### src/common/panel_params.svh
// Timing values fit an 800x480 panel clocked at 25 MHz from clock_50 only.
// PWM and debounce counts are in clock_50 cycles.
`ifndef PANEL_PARAMS_SVH
`define PANEL_PARAMS_SVH

// Horizontal timing, in pixel ticks.
`define PANEL_H_ACTIVE 800
`define PANEL_H_FRONT 40
`define PANEL_H_SYNC 48
`define PANEL_H_BACK 40

// Vertical timing, in lines.
`define PANEL_V_ACTIVE 480
`define PANEL_V_FRONT 13
`define PANEL_V_SYNC 3
`define PANEL_V_BACK 29

// Overlay pixels are dark red, green and blue stay zero.
`define OVERLAY_RED 8'h80

// Backlight PWM, 50 MHz / 250 / 1000 gives 200 Hz.
`define PWM_MAX_VALUE 1000
`define PWM_BITS 10
`define PWM_PRESCALE 250

// Home key must be stable this long.
`define DEBOUNCE_CYCLES 1000

`endif

### src/common/panel_pkg.sv
// Types shared by the display blocks.
// Coordinates are 10 bits, enough for 928 ticks and 525 lines.
`include "panel_params.svh"

package panel_pkg;

    // Pixel position, including blanking.
    typedef logic [9:0] pos_x_t;
    typedef logic [9:0] pos_y_t;

    // One color channel.
    typedef logic [7:0] color_t;

    // Panel pixel, red in the top byte.
    typedef struct packed {
        color_t red;
        color_t green;
        color_t blue;
    } rgb_t;

    // Backlight level, 0 to PWM_MAX_VALUE.
    typedef logic [`PWM_BITS-1:0] level_t;

endpackage

### src/common/pixel_bus_if.sv
`timescale 1ns/100ps
// Tick is a clock enable in the clock_50 domain, not a separate clock.
// Sync lines are active low.
interface pixel_bus_if;
    import panel_pkg::*;

    // High on every second clock_50.
    logic   tick;
    pos_x_t x;
    pos_y_t y;
    logic   data_enable;
    logic   hs_n;
    logic   vs_n;

    // Timing generator side.
    modport source (
        output tick,
        output x,
        output y,
        output data_enable,
        output hs_n,
        output vs_n
    );

    // Output stage side.
    modport sink (
        input tick,
        input data_enable,
        input hs_n,
        input vs_n
    );

endinterface

### src/hw/lcd_timing/lcd_timing.sv
`timescale 1ns/100ps
// Fixed 800x480 timing at half the clock_50 rate, no polarity options.
// Counters start at their last position so the first tick shows pixel (0,0).
`include "panel_params.svh"

module lcd_timing (
    input logic         clock_50,
    input logic         reset_n,
    pixel_bus_if.source bus
);
    import panel_pkg::*;

    localparam int H_TOTAL = `PANEL_H_ACTIVE + `PANEL_H_FRONT + `PANEL_H_SYNC + `PANEL_H_BACK;
    localparam int V_TOTAL = `PANEL_V_ACTIVE + `PANEL_V_FRONT + `PANEL_V_SYNC + `PANEL_V_BACK;
    localparam int H_SYNC_START = `PANEL_H_ACTIVE + `PANEL_H_FRONT;
    localparam int H_SYNC_END = H_SYNC_START + `PANEL_H_SYNC;
    localparam int V_SYNC_START = `PANEL_V_ACTIVE + `PANEL_V_FRONT;
    localparam int V_SYNC_END = V_SYNC_START + `PANEL_V_SYNC;

    logic   tick;
    pos_x_t h_count;
    pos_y_t v_count;
    logic   h_last;
    logic   v_last;

    // 25 MHz pixel tick.
    always_ff @(posedge clock_50 or negedge reset_n) begin
        if (!reset_n) begin
            tick <= 1'b0;
        end else begin
            tick <= ~tick;
        end
    end

    assign h_last = (h_count == pos_x_t'(H_TOTAL - 1));
    assign v_last = (v_count == pos_y_t'(V_TOTAL - 1));

    always_ff @(posedge clock_50 or negedge reset_n) begin
        if (!reset_n) begin
            h_count <= pos_x_t'(H_TOTAL - 1);
            v_count <= pos_y_t'(V_TOTAL - 1);
        end else if (tick) begin
            if (h_last) begin
                h_count <= '0;
                // Next line, or back to the top.
                if (v_last) begin
                    v_count <= '0;
                end else begin
                    v_count <= v_count + 1'b1;
                end
            end else begin
                h_count <= h_count + 1'b1;
            end
        end
    end

    assign bus.tick = tick;
    assign bus.x = h_count;
    assign bus.y = v_count;

    // Visible area and sync pulses.
    assign bus.data_enable = (h_count < pos_x_t'(`PANEL_H_ACTIVE)) &&
                             (v_count < pos_y_t'(`PANEL_V_ACTIVE));
    assign bus.hs_n = !((h_count >= pos_x_t'(H_SYNC_START)) &&
                        (h_count < pos_x_t'(H_SYNC_END)));
    assign bus.vs_n = !((v_count >= pos_y_t'(V_SYNC_START)) &&
                        (v_count < pos_y_t'(V_SYNC_END)));

    // Counters must wrap before leaving the frame.
    x_in_frame: assert property (@(posedge clock_50) disable iff (!reset_n)
        h_count < pos_x_t'(H_TOTAL));
    y_in_frame: assert property (@(posedge clock_50) disable iff (!reset_n)
        v_count < pos_y_t'(V_TOTAL));

endmodule

### src/hw/lcd_output.sv
`timescale 1ns/100ps
// Color and overlay bit arrive one tick after their position is shown.
// Sync forcing acts on the bus sync lines without a register.
`include "panel_params.svh"

module lcd_output (
    input  logic             clock_50,
    input  logic             reset_n,
    pixel_bus_if.sink        bus,
    input  panel_pkg::rgb_t  pixel,
    input  logic             overlay_pixel,
    input  logic             overlay_enable,
    input  logic             hsync_off,
    input  logic             vsync_off,
    output panel_pkg::rgb_t  lcd_color,
    output logic             lcd_clock,
    output logic             lcd_de,
    output logic             lcd_hs_n,
    output logic             lcd_vs_n
);
    import panel_pkg::*;

    logic de_delayed;
    logic overlay_latched;
    rgb_t mixed_color;

    // Data enable follows the source's color by one tick.
    // The overlay bit comes with the color, so take it mid-period.
    always_ff @(posedge clock_50 or negedge reset_n) begin
        if (!reset_n) begin
            de_delayed <= 1'b0;
            overlay_latched <= 1'b0;
        end else if (bus.tick) begin
            de_delayed <= bus.data_enable;
        end else begin
            overlay_latched <= overlay_pixel;
        end
    end

    always_comb begin
        if (overlay_latched && overlay_enable) begin
            mixed_color = rgb_t'{red: `OVERLAY_RED, green: 8'h00, blue: 8'h00};
        end else begin
            mixed_color = pixel;
        end
    end

    // Register every panel output.
    always_ff @(posedge clock_50 or negedge reset_n) begin
        if (!reset_n) begin
            lcd_color <= '0;
            lcd_clock <= 1'b0;
            lcd_de <= 1'b0;
        end else begin
            lcd_color <= mixed_color;
            lcd_clock <= bus.tick;
            lcd_de <= de_delayed;
        end
    end

    assign lcd_hs_n = hsync_off ? 1'b1 : bus.hs_n;
    assign lcd_vs_n = vsync_off ? 1'b1 : bus.vs_n;

    // The panel samples on the rising lcd_clock, so lcd_de moves only while it is low.
    de_stable_at_clock: assert property (@(posedge clock_50) disable iff (!reset_n)
        $changed(lcd_de) |-> !lcd_clock);

endmodule

### src/hw/backlight/backlight_pwm.sv
`timescale 1ns/100ps
// Full brightness until the host marks its level valid.
// Levels of 0 and PWM_MAX_VALUE give a flat output.
`include "panel_params.svh"

module backlight_pwm (
    input  logic              clock_50,
    input  logic              reset_n,
    input  logic              brightness_valid,
    input  panel_pkg::level_t brightness,
    output logic              backlight
);
    import panel_pkg::*;

    localparam int PRESCALE_BITS = $clog2(`PWM_PRESCALE);

    logic [PRESCALE_BITS-1:0] prescale_count;
    logic                     pwm_step;
    level_t                   duty_count;
    level_t                   level;

    // One step every PWM_PRESCALE clocks.
    assign pwm_step = (prescale_count == PRESCALE_BITS'(`PWM_PRESCALE - 1));

    always_ff @(posedge clock_50 or negedge reset_n) begin
        if (!reset_n) begin
            prescale_count <= '0;
        end else if (pwm_step) begin
            prescale_count <= '0;
        end else begin
            prescale_count <= prescale_count + 1'b1;
        end
    end

    always_ff @(posedge clock_50 or negedge reset_n) begin
        if (!reset_n) begin
            duty_count <= '0;
        end else if (pwm_step) begin
            if (duty_count == level_t'(`PWM_MAX_VALUE - 1)) begin
                duty_count <= '0;
            end else begin
                duty_count <= duty_count + 1'b1;
            end
        end
    end

    // Clamp the host value, default to full on.
    always_comb begin
        if (!brightness_valid || brightness > level_t'(`PWM_MAX_VALUE)) begin
            level = level_t'(`PWM_MAX_VALUE);
        end else begin
            level = brightness;
        end
    end

    always_ff @(posedge clock_50 or negedge reset_n) begin
        if (!reset_n) begin
            backlight <= 1'b0;
        end else begin
            backlight <= (duty_count < level);
        end
    end

    duty_in_range: assert property (@(posedge clock_50) disable iff (!reset_n)
        duty_count < level_t'(`PWM_MAX_VALUE));

endmodule

### src/hw/home_button.sv
`timescale 1ns/100ps
// Key is active low and asynchronous to clock_50.
// The host sees a new level only after acknowledging the last one.
`include "panel_params.svh"

module home_button (
    input  logic clock_50,
    input  logic reset_n,
    input  logic home_key_n,
    input  logic home_ack,
    output logic home_pressed
);
    localparam int COUNT_BITS = $clog2(`DEBOUNCE_CYCLES);

    logic                  key_meta;
    logic                  key_sync;
    logic                  key_down;
    logic                  debounced;
    logic [COUNT_BITS-1:0] stable_count;

    // Two-flop synchronizer, idle level is high.
    always_ff @(posedge clock_50 or negedge reset_n) begin
        if (!reset_n) begin
            key_meta <= 1'b1;
            key_sync <= 1'b1;
        end else begin
            key_meta <= home_key_n;
            key_sync <= key_meta;
        end
    end

    assign key_down = !key_sync;

    // Count samples that disagree with the debounced level.
    // Any agreeing sample starts the count again.
    always_ff @(posedge clock_50 or negedge reset_n) begin
        if (!reset_n) begin
            stable_count <= '0;
            debounced <= 1'b0;
        end else if (key_down == debounced) begin
            stable_count <= '0;
        end else if (stable_count == COUNT_BITS'(`DEBOUNCE_CYCLES - 1)) begin
            stable_count <= '0;
            debounced <= key_down;
        end else begin
            stable_count <= stable_count + 1'b1;
        end
    end

    // Hold the report until the host echoes it.
    always_ff @(posedge clock_50 or negedge reset_n) begin
        if (!reset_n) begin
            home_pressed <= 1'b0;
        end else if (home_pressed == home_ack) begin
            home_pressed <= debounced;
        end
    end

endmodule

### src/hw/lcd_panel_top.sv
`timescale 1ns/100ps
// Display side of the board, all in the clock_50 domain.
// Pixel data must follow the position by one tick, see lcd_output.

module lcd_panel_top (
    input  logic       clock_50,
    input  logic       reset_n,
    input  logic [7:0] pixel_red,
    input  logic [7:0] pixel_green,
    input  logic [7:0] pixel_blue,
    input  logic       overlay_pixel,
    input  logic       overlay_enable,
    input  logic       hsync_off,
    input  logic       vsync_off,
    input  logic       brightness_valid,
    input  logic [9:0] brightness,
    input  logic       home_key_n,
    input  logic       home_ack,
    output logic [9:0] pixel_x,
    output logic [9:0] pixel_y,
    output logic [7:0] lcd_red,
    output logic [7:0] lcd_green,
    output logic [7:0] lcd_blue,
    output logic       lcd_clock,
    output logic       lcd_de,
    output logic       lcd_hs_n,
    output logic       lcd_vs_n,
    output logic       lcd_backlight,
    output logic       home_pressed
);

    pixel_bus_if bus ();

    lcd_timing u_lcd_timing (
        .clock_50 (clock_50),
        .reset_n  (reset_n),
        .bus      (bus.source)
    );

    // Position goes out to the pixel source.
    assign pixel_x = bus.x;
    assign pixel_y = bus.y;

    // Color channels pack into the struct in red, green, blue order.
    lcd_output u_lcd_output (
        .clock_50       (clock_50),
        .reset_n        (reset_n),
        .bus            (bus.sink),
        .pixel          ({pixel_red, pixel_green, pixel_blue}),
        .overlay_pixel  (overlay_pixel),
        .overlay_enable (overlay_enable),
        .hsync_off      (hsync_off),
        .vsync_off      (vsync_off),
        .lcd_color      ({lcd_red, lcd_green, lcd_blue}),
        .lcd_clock      (lcd_clock),
        .lcd_de         (lcd_de),
        .lcd_hs_n       (lcd_hs_n),
        .lcd_vs_n       (lcd_vs_n)
    );

    backlight_pwm u_backlight_pwm (
        .clock_50         (clock_50),
        .reset_n          (reset_n),
        .brightness_valid (brightness_valid),
        .brightness       (brightness),
        .backlight        (lcd_backlight)
    );

    home_button u_home_button (
        .clock_50     (clock_50),
        .reset_n      (reset_n),
        .home_key_n   (home_key_n),
        .home_ack     (home_ack),
        .home_pressed (home_pressed)
    );

endmodule

### config.mk
export PLATFORM = sky130hd
export DESIGN_NAME = lcd_panel_top
export DESIGN_NICKNAME = d
export VERILOG_FILES = /design/src/common/panel_pkg.sv /design/src/common/pixel_bus_if.sv /design/src/hw/lcd_timing/lcd_timing.sv /design/src/hw/lcd_output.sv /design/src/hw/backlight/backlight_pwm.sv /design/src/hw/home_button.sv /design/src/hw/lcd_panel_top.sv
export VERILOG_INCLUDE_DIRS = /design/src /design/src/common
export SDC_FILE = /design/constraint.sdc
export NUM_CORES = 1
export LEC_CHECK = 0
export BUFFER_PORTS_ARGS = -buffer_cell sky130_fd_sc_hd__buf_2
export CAP_MARGIN = 10
export CORE_UTILIZATION = 54
export CTS_BUF_LIST = sky130_fd_sc_hd__clkbuf_16
export CTS_CLUSTER_DIAMETER = 40
export DETAILED_ROUTE_END_ITERATION = 10
export GPL_TIMING_DRIVEN = 0
export HOLD_SLACK_MARGIN = 0.02
export PLACE_DENSITY = 0.83
export SYNTH_ARGS = -nofsm -noshare
export SYNTH_HDL_FRONTEND = slang
export SYNTH_HIERARCHICAL = 1
export SYNTH_SLANG_ARGS = --single-unit
### constraint.sdc
create_clock -name clock_50 -period 3.2 [get_ports clock_50]
set_clock_uncertainty 0.2 [all_clocks]
set_input_delay 0.32 -clock clock_50 [delete_from_list [all_inputs] [get_ports clock_50]]
set_output_delay 0.32 -clock clock_50 [all_outputs]
set_load 0.05 [all_outputs]
**Word-level counts from Yosys, hierarchy flattened**

Cells that the tools add are included.

- Register bits: 82
- Input port bits: 43
- Output and inout bits: 50
- Logic and storage cells: 61

- $add $sub $neg: 5
- $lt $le $gt $ge: 8
- Equality and inequality tests: 7
- Mux-type cells: 10
- Bitwise logic cells: 2
- Reduce and logical (&&, ||, !) cells: 11

Operator list:

| kind | count |
|---|---|
| 10-bit 2-to-1 mux | 6 |
| 10-bit by 1-bit adder with 10-bit output (second input constant) | 4 |
| 10-bit equality test (second input constant) | 4 |
| 24-bit 2-to-1 mux | 1 |
| 10-bit less-than comparator (second input constant) | 2 |
| 10-bit by 9-bit less-than comparator with 1-bit output (second input constant) | 2 |
| 10-bit >= comparator (second input constant) | 1 |
| 10-bit by 9-bit >= comparator with 1-bit output (second input constant) | 1 |
| 10-bit greater-than comparator (second input constant) | 1 |
| 10-bit less-than comparator | 1 |
| 8-bit by 1-bit adder with 8-bit output (second input constant) | 1 |
| 8-bit equality test (second input constant) | 1 |
| 8-bit 2-to-1 mux | 1 |
| 1-bit logical AND | 4 |
| 1-bit logical NOT | 4 |
| 2-bit AND reduction | 2 |
| 1-bit equality test | 2 |
| 1-bit 2-to-1 mux | 2 |
| 1-bit NOT | 2 |
| 1-bit logical OR | 1 |

**Logic depth before layout (Yosys ltp)**

Gate-level depths: netlist of the first run.

- Depth after elaboration: 4
- Mapped depth: 9
- Gate-level depth less buffers: 9

**Hierarchy**

The synthesis of the first run kept the hierarchy.

By module, submodules not included:

| module | instances | cells an instance | area an instance (sq um) | seq. area each (sq um) |
|---|---|---|---|---|
| backlight_pwm | 1 | 135 | 1249.9 | 475.5 |
| lcd_timing | 1 | 116 | 1177.4 | 539.3 |
| lcd_output | 1 | 60 | 993.5 | 700.7 |
| home_button | 1 | 60 | 664.4 | 352.8 |

**Worst setup path after synthesis of the first run**

No wires, ideal clock.

- Kind: register to register
- Start point: register u_lcd_timing.h_count[1] (netlist: u_lcd_timing/bus.x[1])
- End point: register u_lcd_timing.v_count[8] (netlist: u_lcd_timing/bus.y[8])
- Setup time: 125 ps
- Data arrival time: 2251 ps
- Required time: 2875 ps
- Setup slack: 625 ps
- Cell stages (with the launch flop): 7
- Path buffers: 1
- Clock period less this slack: 2575 ps
- Cell sequence: dfstp_2 -> ha_1 -> nand3_1 -> or4_4 -> buf_6 -> nor3_2 -> mux2_2

- Longest elaborated chain between the ends: 2

RTL lines:

| element | line | RTL |
|---|---|---|
| from (decl) | lcd_timing.sv:21 | `pos_x_t h_count;` |
| from (signal assigned) | lcd_timing.sv:40 | `h_count <= pos_x_t'(H_TOTAL - 1);` |
| from (signal assigned) | lcd_timing.sv:52 | `h_count <= h_count + 1'b1;` |
| 10-bit equality test | lcd_timing.sv:35 | `assign h_last = (h_count == pos_x_t'(H_TOTAL - 1));` |
| 2-bit AND reduction (no source line) | -- |  |
| to (signal assigned) | lcd_timing.sv:41 | `v_count <= pos_y_t'(V_TOTAL - 1);` |
| to (signal assigned) | lcd_timing.sv:49 | `v_count <= v_count + 1'b1;` |
| to (decl) | lcd_timing.sv:22 | `pos_y_t v_count;` |

No other way between the ends.
A chain may end at the register's enable or synchronous reset.

**Worst setup path in the final report of the first run**

- Start point: register u_lcd_timing.h_count[0] (netlist: u_lcd_timing/bus.x[0])
- End point: register u_lcd_timing.v_count[8] (netlist: u_lcd_timing/bus.y[8])

Same word-level chain as after synthesis.

==> flow_metrics.py, run 1 <==
metrics = {
    "run_status": {
        "outcome": "finished clean",
    },
    "critical_path": {
        "cp.arrival_ns": 2.53,
        "worst_setup_path_end_kind": "flip-flop",
        "worstPathMaxFanout": 9,
        "worstSetupStartpoint": "u_lcd_timing/bus.x[0]",
        "critPathKind": "flip-flop to flip-flop",
        "startpoint_type": "flip-flop",
        "rr_startpoint": "u_lcd_timing/bus.x[0]",
        "required_ns": 3.21,
    },
    "global_routing": {
        "grt_pass1_vias": 3091,
        "grt_pass1_wl_um": 14100,
        "grt_start_max_net_pins": 75,
        "antenna_found_initial": 0,
        "gr-total-overflow": 0,
        "grtUsageTotal": 0.231,
    },
    "cts": {
        "hold_buffers": 12,
        "root_buffer": "clkbuf_16",
        "clk_latency_ns": 0.33,
        "cts_tree": "built",
        "cts.reportedPaths.clkPinSlew_ns": 0.07,
        "ctsHtreeMaxLevel": 3,
        "ctsResizeCount": 0,
        "cts_setup_buffers": 0,
        "cts.sinks": 82,
        "numCtsBuffers": 9,
        "cts.path.max_buffers": 2,
    },
    "routing": {
        "drt_pass1_iterations": 4,
        "drt_iter0_drc": 114,
        "via_count": 3227,
        "drc": 0,
        "wire_per_inst_um": 14.9,
        "vias_per_cell": 5.44,
        "antenna_left": 0,
        "drt-total-wl_um": 8850,
    },
    "sta": {
        "fmax_ghz": 0.397,
        "hold_viol": 0,
        "slew_headroom": 0.600,
        "rsz0062_at_grt": "no",
        "slew_violations": 0,
        "layout_min_cycle_time_ns": 2.52,
        "max_slew.worst_pin.slew_ns": 0.595,
        "finalSetupTns_ns": 0,
        "fin_crit_sh": 0.786,
        "finalSetupViolCount": 0,
    },
    "synth": {
        "netlist_area_mm2": 0.00409,
        "syn_area_per_cell_um2": 11.0,
        "syn_nets": 432,
        "ys_seq_area_frac": 0.506,
        "ys_warn_count": 6,
        "syn_inst": 371,
        "synth_top_area_frac": 0.423,
        "synth-edff-count": 0,
        "yosysTopAreaCell": "dfrtp_1",
        "synth_commonest_cells": "69 x dfrtp_1, 28 x nand2_1, 23 x nor2_1, 19 x nand3_1",
        "yosysMostFrequentCell": "dfrtp_1",
        "synth_ff_type": "dfrtp_1",
        "synth_cell_types": 72,
        "async_reset_ff_frac": 1.00,
        "yosys-top-cells-area": "dfrtp_1 42%, dfstp_2 8.4%, ha_1 5.5%",
        "ys_ff_latch": 82,
    },
    "placed_design": {
        "dp_hpwl_um": 5890,
        "place_area_mm2": 0.00470,
        "port_buffers": 92,
        "place_congestion": 0.771,
    },
    "power": {
        "powerDensity_mw_per_mm2": 467,
        "worst_ir_drop_vdd_mv": 0.395,
        "p_leak_nw": 2.42,
    },
    "finish": {
        "antenna_cells": 0,
        "nFillCells": 562,
        "nets": 550,
        "syn2layout_area_growth_pct": 26.6,
        "fin_area_mm2": 0.00517,
        "drive_above_1_share": 0.332,
        "final_util": 0.709,
    },
    "die": {
        "fp-row-count": 31,
        "die_area_mm2": 0.00792,
        "die_y_um": 89.0,
        "core_area_mm2": 0.00729,
        "ioPinCount": 93,
        "fp.dieW_um": 89.0,
        "initial_core_util": 0.560,
    },
    "hold_path": {
        "worstHoldStart": "pixel_green[3]",
        "min_path_type": "input pin to flip-flop",
    },
    "job": {
        "drv_cap": 0,
    },
}
[registers in the layout (all words and copies together) (netlist names), 8 cells and up]
name,flops
u_backlight_pwm/duty_count,10
u_lcd_timing/bus.x,10
u_home_button/stable_count,10
u_backlight_pwm/prescale_count,8
u_lcd_output/lcd_color,24
u_lcd_timing/bus.y,10
[cell type report]
| class | count | area, µm² | area share |
|---|---|---|---|
| sequential | 82 | 2070 | 0.400 |
| multi-input combinational | 267 | 1890 | 0.366 |
| clock inverter | 7 | 105 | 0.0203 |
| timing repair buffer | 107 | 631 | 0.122 |
| tap | 99 | 124 | 0.0240 |
| inverter | 14 | 52.6 | 0.0102 |
| buffer | 8 | 70.1 | 0.0136 |
| clock buffer | 9 | 225 | 0.0436 |
[power by group]
group	total [mW]	internal [mW]	switching [mW]
Combinational	0.213	0.0740	0.139
Clock	1.13	0.698	0.431
Sequential	1.07	1.06	0.0119
[per-layer routing]
metal | vias up | global-route usage | part of all wire
met3 | 6 | 0.0563 | 0.048
met5 | - | 0 | 0
met4 | 0 | 0.0447 | 0.0052
met1 | 1542 | 0.295 | 0.44
met2 | 95 | 0.404 | 0.51
li1 | 1584 | - | -
[critical path: stages (launching register included)]
cell     delay [ns]
dfstp_2        0.57
ha_1           0.22
nand3_1        0.22
or4_4          0.54
buf_6          0.15
nor3_2         0.15
mux2_2         0.35
[layout by cell type, fill, tap and decap left out, types with 5 or more instances in the layout]
cell type      instances
a21boi_1               9
a21boi_2              11
a21oi_1               10
and3_1                 7
buf_2                 92
clkbuf_16              9
dfrtp_1               69
dfstp_2               13
dlygate4sd3_1         14
ha_1                  18
inv_1                 14
nand2_1               28
nand3_1               19
nand4_1               10
nor2_1                23
nor2b_1                8
nor3_1                 7
o21ai_0               18
or3_1                  5
xnor2_1                9
xor2_1                 9
[final timing paths]
kind / slack, ns / cells past startpoint / end
max in group asynchronous: 2.04 / 3 / u_lcd_timing/bus.x[1]
min in group asynchronous: 0.16 / 2 / u_home_button/debounced
setup reg to reg: 0.68 / 6 / u_lcd_timing/bus.y[8]
hold / removal: 0.03 / 2 / u_lcd_output/lcd_color[11]
setup / recovery: 0.68 / 6 / u_lcd_timing/bus.y[8]
hold reg to reg: 0.16 / 0 / u_home_button/key_sync
[stage by stage]
| step | total power [mW] | std cells | hold WS (ns) | setup slack [ns] |
|---|---|---|---|---|
| floorplan | 1.21 | 371 | -0.176 | 0.625 |
| global route | 2.50 | 593 | 0.0303 | 0.583 |
| finish | 2.42 | 593 | 0.0282 | 0.684 |
| CTS | 2.44 | 591 | 0.0211 | 0.690 |
| global placement | 1.28 | 562 | 0.151 | 0.733 |
| detailed placement | 1.29 | 563 | -0.0388 | 0.681 |
[cell families (layout without fill, tap and decap cells)]
logic type      count (synthesis)  count (layout)  synth area share
simple gates                  142             142             0.201
fa+ha+maj                      19              19            0.0576
xor+xnor                       18              18            0.0386
mux                             5               5            0.0138
flops                          82              82             0.506
compound gates                 83              83             0.153
buf+inv                        22             145            0.0300
No activity file was read; power rests on OpenSTA's default activity.
==> inputs of run 2 (changes only) <==
Settings changed: CORE_UTILIZATION 54 to 49, PLACE_DENSITY 0.83 to 0.79.
Clock period 3.2 ns to 2.1 ns, I/O delays scaled along.
==> flow_metrics.py, run 2 (synthesis results as in run 1) <==
metrics = {
    "critical_path": {
        "required_ns": 2.12,
        "critPathKind": "flip-flop to flip-flop",
        "worstPathMaxFanout": 5,
        "startpoint_type": "flip-flop",
        "worst_setup_path_end_kind": "flip-flop",
        "cp.arrival_ns": 2.20,
    },
    "power": {
        "powerDensity_mw_per_mm2": 632,
        "finalPower_mw": 3.48,
        "p_leak_nw": 2.56,
        "worst_ir_drop_vdd_mv": 0.470,
    },
    "sta": {
        "max_slew.worst_pin.slew_ns": 0.487,
        "fin_crit_sh": 1.04,
        "slew_headroom": 0.673,
        "fin_hold_ws_ns": 0.127,
        "hold_viol": 0,
        "slew_violations": 0,
        "finalSetupViolCount": 2,
        "fin_ws_ns": -0.0831,
        "layout_min_cycle_time_ns": 2.18,
        "fmax_ghz": 0.458,
        "rsz0062_at_grt": "yes",
    },
    "global_routing": {
        "grtUsageTotal": 0.233,
        "grt_pass1_wl_um": 15900,
        "grt_start_max_net_pins": 56,
        "grt_pass1_vias": 3520,
        "gr-total-overflow": 0,
        "antenna_found_initial": 0,
    },
    "cts": {
        "cts_tree": "built",
        "clk_latency_ns": 0.33,
        "root_buffer": "clkbuf_16",
        "cts.sinks": 82,
        "numCtsBuffers": 9,
        "ctsHtreeMaxLevel": 3,
        "cts.path.max_buffers": 2,
        "cts.reportedPaths.clkPinSlew_ns": 0.06,
    },
    "hold_path": {
        "min_path_type": "input pin to flip-flop",
    },
    "die": {
        "fp-row-count": 32,
        "die_area_mm2": 0.00871,
        "fp.dieW_um": 93.3,
        "ioPinCount": 93,
        "die_y_um": 93.3,
        "core_area_mm2": 0.00789,
        "initial_core_util": 0.518,
    },
    "routing": {
        "drt_pass1_iterations": 4,
        "wire_per_inst_um": 15.1,
        "drt_iter0_drc": 106,
        "drc": 0,
        "drt-total-wl_um": 9500,
        "vias_per_cell": 5.40,
        "via_count": 3386,
        "antenna_left": 0,
    },
    "placed_design": {
        "dp_hpwl_um": 5810,
        "port_buffers": 92,
        "place_congestion": 0.782,
    },
    "finish": {
        "final_util": 0.698,
        "largest_reg_flops": 24,
        "antenna_cells": 0,
        "nFillCells": 574,
        "drive_above_1_share": 0.362,
        "final_cell_mix": "91 x buf_2, 66 x dfrtp_1, 32 x dlygate4sd3_1",
        "nets": 581,
        "syn2layout_area_growth_pct": 34.8,
        "largest_register": "u_lcd_output/lcd_color",
        "final_common_cell": "buf_2",
    },
    "job": {
        "drv_cap": 0,
    },
    "run_status": {
        "outcome": "complete, but fails checks",
        "violations": "setup timing",
    },
}
[run 2: metal layers]
layer	wire (µm)	vias to the layer above	part of all wire	track usage
met4	125	0	0.013	0.0615
li1	-	1643	-	-
met1	4060	1638	0.43	0.288
met5	0	-	0	0
met3	507	14	0.053	0.0650
met2	4800	91	0.51	0.400
[run 2: worst paths after layout]
| kind | startpoint | endpoint | slack, ns | cells after the start |
|---|---|---|---|---|
| worst max-delay path | u_lcd_timing/bus.x[0] | u_lcd_timing/bus.y[8] | -0.08 | 5 |
| worst min-delay path | brightness[0] | u_backlight_pwm/backlight | 0.13 | 4 |
| worst max register to register | u_lcd_timing/bus.x[0] | u_lcd_timing/bus.y[8] | -0.08 | 5 |
| worst min register to register | u_home_button/key_meta | u_home_button/key_sync | 0.16 | 0 |
| max in group asynchronous | reset_n | u_home_button/key_sync | 0.87 | 3 |
| min in group asynchronous | reset_n | u_lcd_timing/bus.y[4] | 0.18 | 2 |
[run 2: stage by stage]
stage / cell area, µm² / setup slack, ns / instances / setup TNS, ns
floorplan: 4130 / -0.308 / 371 / -1.19
global placement: 4720 / -0.240 / 565 / -1.02
detailed placement: 4750 / -0.264 / 566 / -1.50
CTS: 5420 / -0.0752 / 621 / -0.235
global route: 5510 / -0.133 / 627 / -0.586
finish: 5510 / -0.0831 / 627 / -0.137
[run 2: layout make-up]
class / instances / area, µm² / share of cell area
timing repair buffer: 139 / 937 / 0.170
tap: 102 / 128 / 0.0232
buffer: 7 / 58.8 / 0.0107
inverter: 14 / 52.6 / 0.00955
sequential: 82 / 2080 / 0.378
clock inverter: 7 / 58.8 / 0.0107
multi-input combinational: 267 / 1970 / 0.357
clock buffer: 9 / 225 / 0.0409
[run 2: worst max-delay path, cell delays in order (launching register included)]
cell,delay (ns)
dfstp_4,0.63
ha_4,0.15
nand3_4,0.08
or4_4,0.55
nor3_4,0.14
mux2_4,0.31
[run 2: where the power goes]
| part | switching, mW | internal [mW] | total [mW] |
|---|---|---|---|
| clock network | 0.662 | 0.821 | 1.48 |
| logic | 0.220 | 0.138 | 0.358 |
| registers | 0.0185 | 1.62 | 1.64 |
[run 2: repair_timing]
action	4_1_cts	5_1_grt
setup buffers	8	6
endpoints found under the setup margin	11	13
pin swaps	5	6
hold buffers	32	0
gates resized for setup	6	15
endpoints found under the hold margin	104	0
==> inputs of run 3 (changes only) <==
Settings changed: ABC_AREA from default to 1.
==> flow_metrics.py, run 3 <==
metrics = {
    "run_status": {
        "outcome": "finished clean",
    },
    "synth": {
        "synth-edff-count": 0,
        "yosysMostFrequentCell": "nand2_1",
        "async_reset_ff_frac": 1.00,
        "synth_top_family_by_area": "simple AND/OR/NAND/NOR gates",
        "ys_ff_latch": 82,
        "syn_area_per_cell_um2": 8.66,
        "yosys-top-cells-area": "dfrtp_1 40%, nand2_1 10%, dfstp_2 7.8%",
        "synthXorXnorAreaFrac": 0.0299,
        "syn_inst": 503,
        "synth_ff_type": "dfrtp_1",
        "synth-compound-area-share": 0.0807,
        "muxShareOfSynthArea": 0,
        "ys_warn_count": 6,
        "syn_nets": 564,
        "yosysTopAreaCell": "dfrtp_1",
        "synthSimpleGateAreaFrac": 0.280,
        "synth_top_area_frac": 0.396,
        "synth_fa_ha_area_frac": 0.0517,
        "synth_cell_types": 35,
        "netlist_area_mm2": 0.00436,
        "ys_seq_area_frac": 0.475,
        "synth_commonest_cells": "120 x nand2_1, 69 x dfrtp_1, 68 x inv_1, 44 x nor2_1, 31 x a21oi_1",
    },
    "job": {
        "drv_cap": 0,
    },
    "global_routing": {
        "grtUsageTotal": 0.227,
        "antenna_found_initial": 0,
        "grt_pass1_wl_um": 16300,
        "gr-total-overflow": 0,
        "grt_start_max_net_pins": 68,
        "grt_pass1_vias": 3789,
    },
    "critical_path": {
        "path_common_cell": "buf_6",
        "cp_top_family": "simple AND/OR/NAND/NOR gates",
        "cp.arrival_ns": 1.61,
        "required_ns": 1.69,
        "cp_num_buf_inv": 2,
        "critPathKind": "flip-flop to output pin",
        "crit_slowest_cell": "dfrtp_1",
        "startpoint_type": "flip-flop",
        "worstPathMaxFanout": 7,
        "crit_chain": "buf_6 -> nand2_1 -> nor2_4 -> o211ai_1 -> or2_2 -> buf_6",
        "cpPeakStageDelay_ns": 0.36,
        "worst_setup_path_end_kind": "output pin",
    },
    "finish": {
        "drive_above_1_share": 0.294,
        "largest_register": "u_lcd_output/lcd_color",
        "largest_reg_flops": 24,
        "multi_input_area_mm2": 0.00195,
        "final_cells": 755,
        "antenna_cells": 0,
        "final_common_cell": "nand2_1",
        "syn2layout_area_growth_pct": 30.5,
        "nFillCells": 721,
        "register_area_mm2": 0.00207,
        "nets": 703,
        "final_cell_mix": "119 x nand2_1, 89 x buf_2, 69 x inv_1",
    },
    "cts": {
        "cts.path.max_buffers": 2,
        "cts_tree": "built",
        "clk_latency_ns": 0.32,
        "cts.reportedPaths.clkPinSlew_ns": 0.06,
        "cts.sinks": 82,
        "numCtsBuffers": 9,
        "ctsHtreeMaxLevel": 3,
        "root_buffer": "clkbuf_16",
    },
    "die": {
        "core_area_mm2": 0.00868,
        "die_y_um": 96.3,
        "ioPinCount": 93,
        "fp.dieW_um": 96.3,
        "fp-row-count": 34,
        "initial_core_util": 0.502,
        "die_area_mm2": 0.00927,
    },
    "sta": {
        "slew_violations": 0,
        "fin_crit_sh": 0.960,
        "finalSetupViolCount": 0,
        "max_slew.worst_pin.slew_ns": 0.453,
        "fmax_ghz": 0.496,
        "finalSetupTns_ns": 0,
        "layout_min_cycle_time_ns": 2.02,
        "slew_headroom": 0.698,
        "hold_viol": 0,
        "rsz0062_at_grt": "no",
    },
    "placed_design": {
        "port_buffers": 92,
        "dp_hpwl_um": 6600,
        "place_congestion": 0.851,
        "dp.cells": 704,
    },
    "hold_path": {
        "min_path_type": "input pin to flip-flop",
    },
    "power": {
        "worst_ir_drop_vdd_mv": 0.550,
        "p_leak_nw": 2.95,
        "powerDensity_mw_per_mm2": 636,
    },
    "routing": {
        "via_count": 3790,
        "vias_per_cell": 5.02,
        "drt_iter0_drc": 163,
        "drc": 0,
        "antenna_left": 0,
        "drt_pass1_iterations": 4,
        "drt-total-wl_um": 9580,
        "wire_per_inst_um": 12.7,
    },
}
run 3: report_power, final:
group / internal, mW / switching, mW
sequential: 1.62 / 0.0131
combinational: 0.135 / 0.237
clock: 1.03 / 0.582
run 3: cells by family after synthesis:
logic type	Yosys count
AOI/OAI and AO/OA	59
xor gates and xnor gates	14
adders and majority gates	18
buffers and inverters	79
DFF	82
and+or+nand+nor	251
run 3: repair_timing:
item / 4_1_cts / 5_1_grt
endpoints found under the setup margin: 2 / 2
pin swaps: 0 / 3
hold endpoints to repair: 105 / 0
buffers inserted: 2 / 1
hold buffers: 32 / 0
gates resized for setup: 7 / 9
run 3: final timing paths:
kind / slack, ns / cells past startpoint / end / start
min reg2reg: 0.16 / 0 / u_home_button/key_sync / u_home_button/key_meta
max reg2reg: 0.26 / 7 / u_lcd_timing/bus.y[7] / u_lcd_timing/bus.x[0]
max: 0.08 / 6 / lcd_vs_n / u_lcd_timing/bus.y[5]
min: 0.07 / 5 / u_backlight_pwm/backlight / brightness_valid
min in group asynchronous: 0.10 / 2 / u_lcd_output/lcd_clock / reset_n
max in group asynchronous: 0.99 / 3 / u_home_button/key_sync / reset_n
run 3: per-stage QoR:
stage / total power [mW] / cell area [µm²] / utilization / worst slack (ns) / hold WS, ns
after floorplan: 1.85 / 4360 / - / 0.0805 / -0.286
after global placement: 1.97 / 4950 / 0.571 / 0.00906 / 0.117
after detailed placement: 1.99 / 4980 / 0.574 / 0.0853 / -0.105
after CTS: 3.65 / 5650 / 0.651 / 0.0166 / 0.0587
after global routing: 3.76 / 5690 / 0.655 / 0.000700 / 0.0664
final: 3.61 / 5690 / 0.655 / 0.0841 / 0.0657
run 3: routing by layer:
| layer | wire [µm] | GRT usage |
|---|---|---|
| met5 | 0 | 0 |
| met3 | 270 | 0.0529 |
| met2 | 5090 | 0.401 |
| met4 | 286 | 0.104 |
| met1 | 3940 | 0.260 |
run 3: cell type report:
cell class / instances / share of cell area
Clock inverter: 7 / 0.0150
Multi-Input combinational cell: 342 / 0.344
Timing Repair Buffer: 128 / 0.149
Clock buffer: 9 / 0.0396
Inverter: 70 / 0.0462
Tap cell: 108 / 0.0238
Buffer: 9 / 0.0185
Sequential cell: 82 / 0.364
run 3: worst reg2reg max path: stages (launching register included):
cell and delay, ns:
dfstp_2 0.57, ha_1 0.23, nand2_1 0.12, nor2_4 0.13
nand3_2 0.14, nor2_4 0.24, nand3_2 0.09, nand2_1 0.07
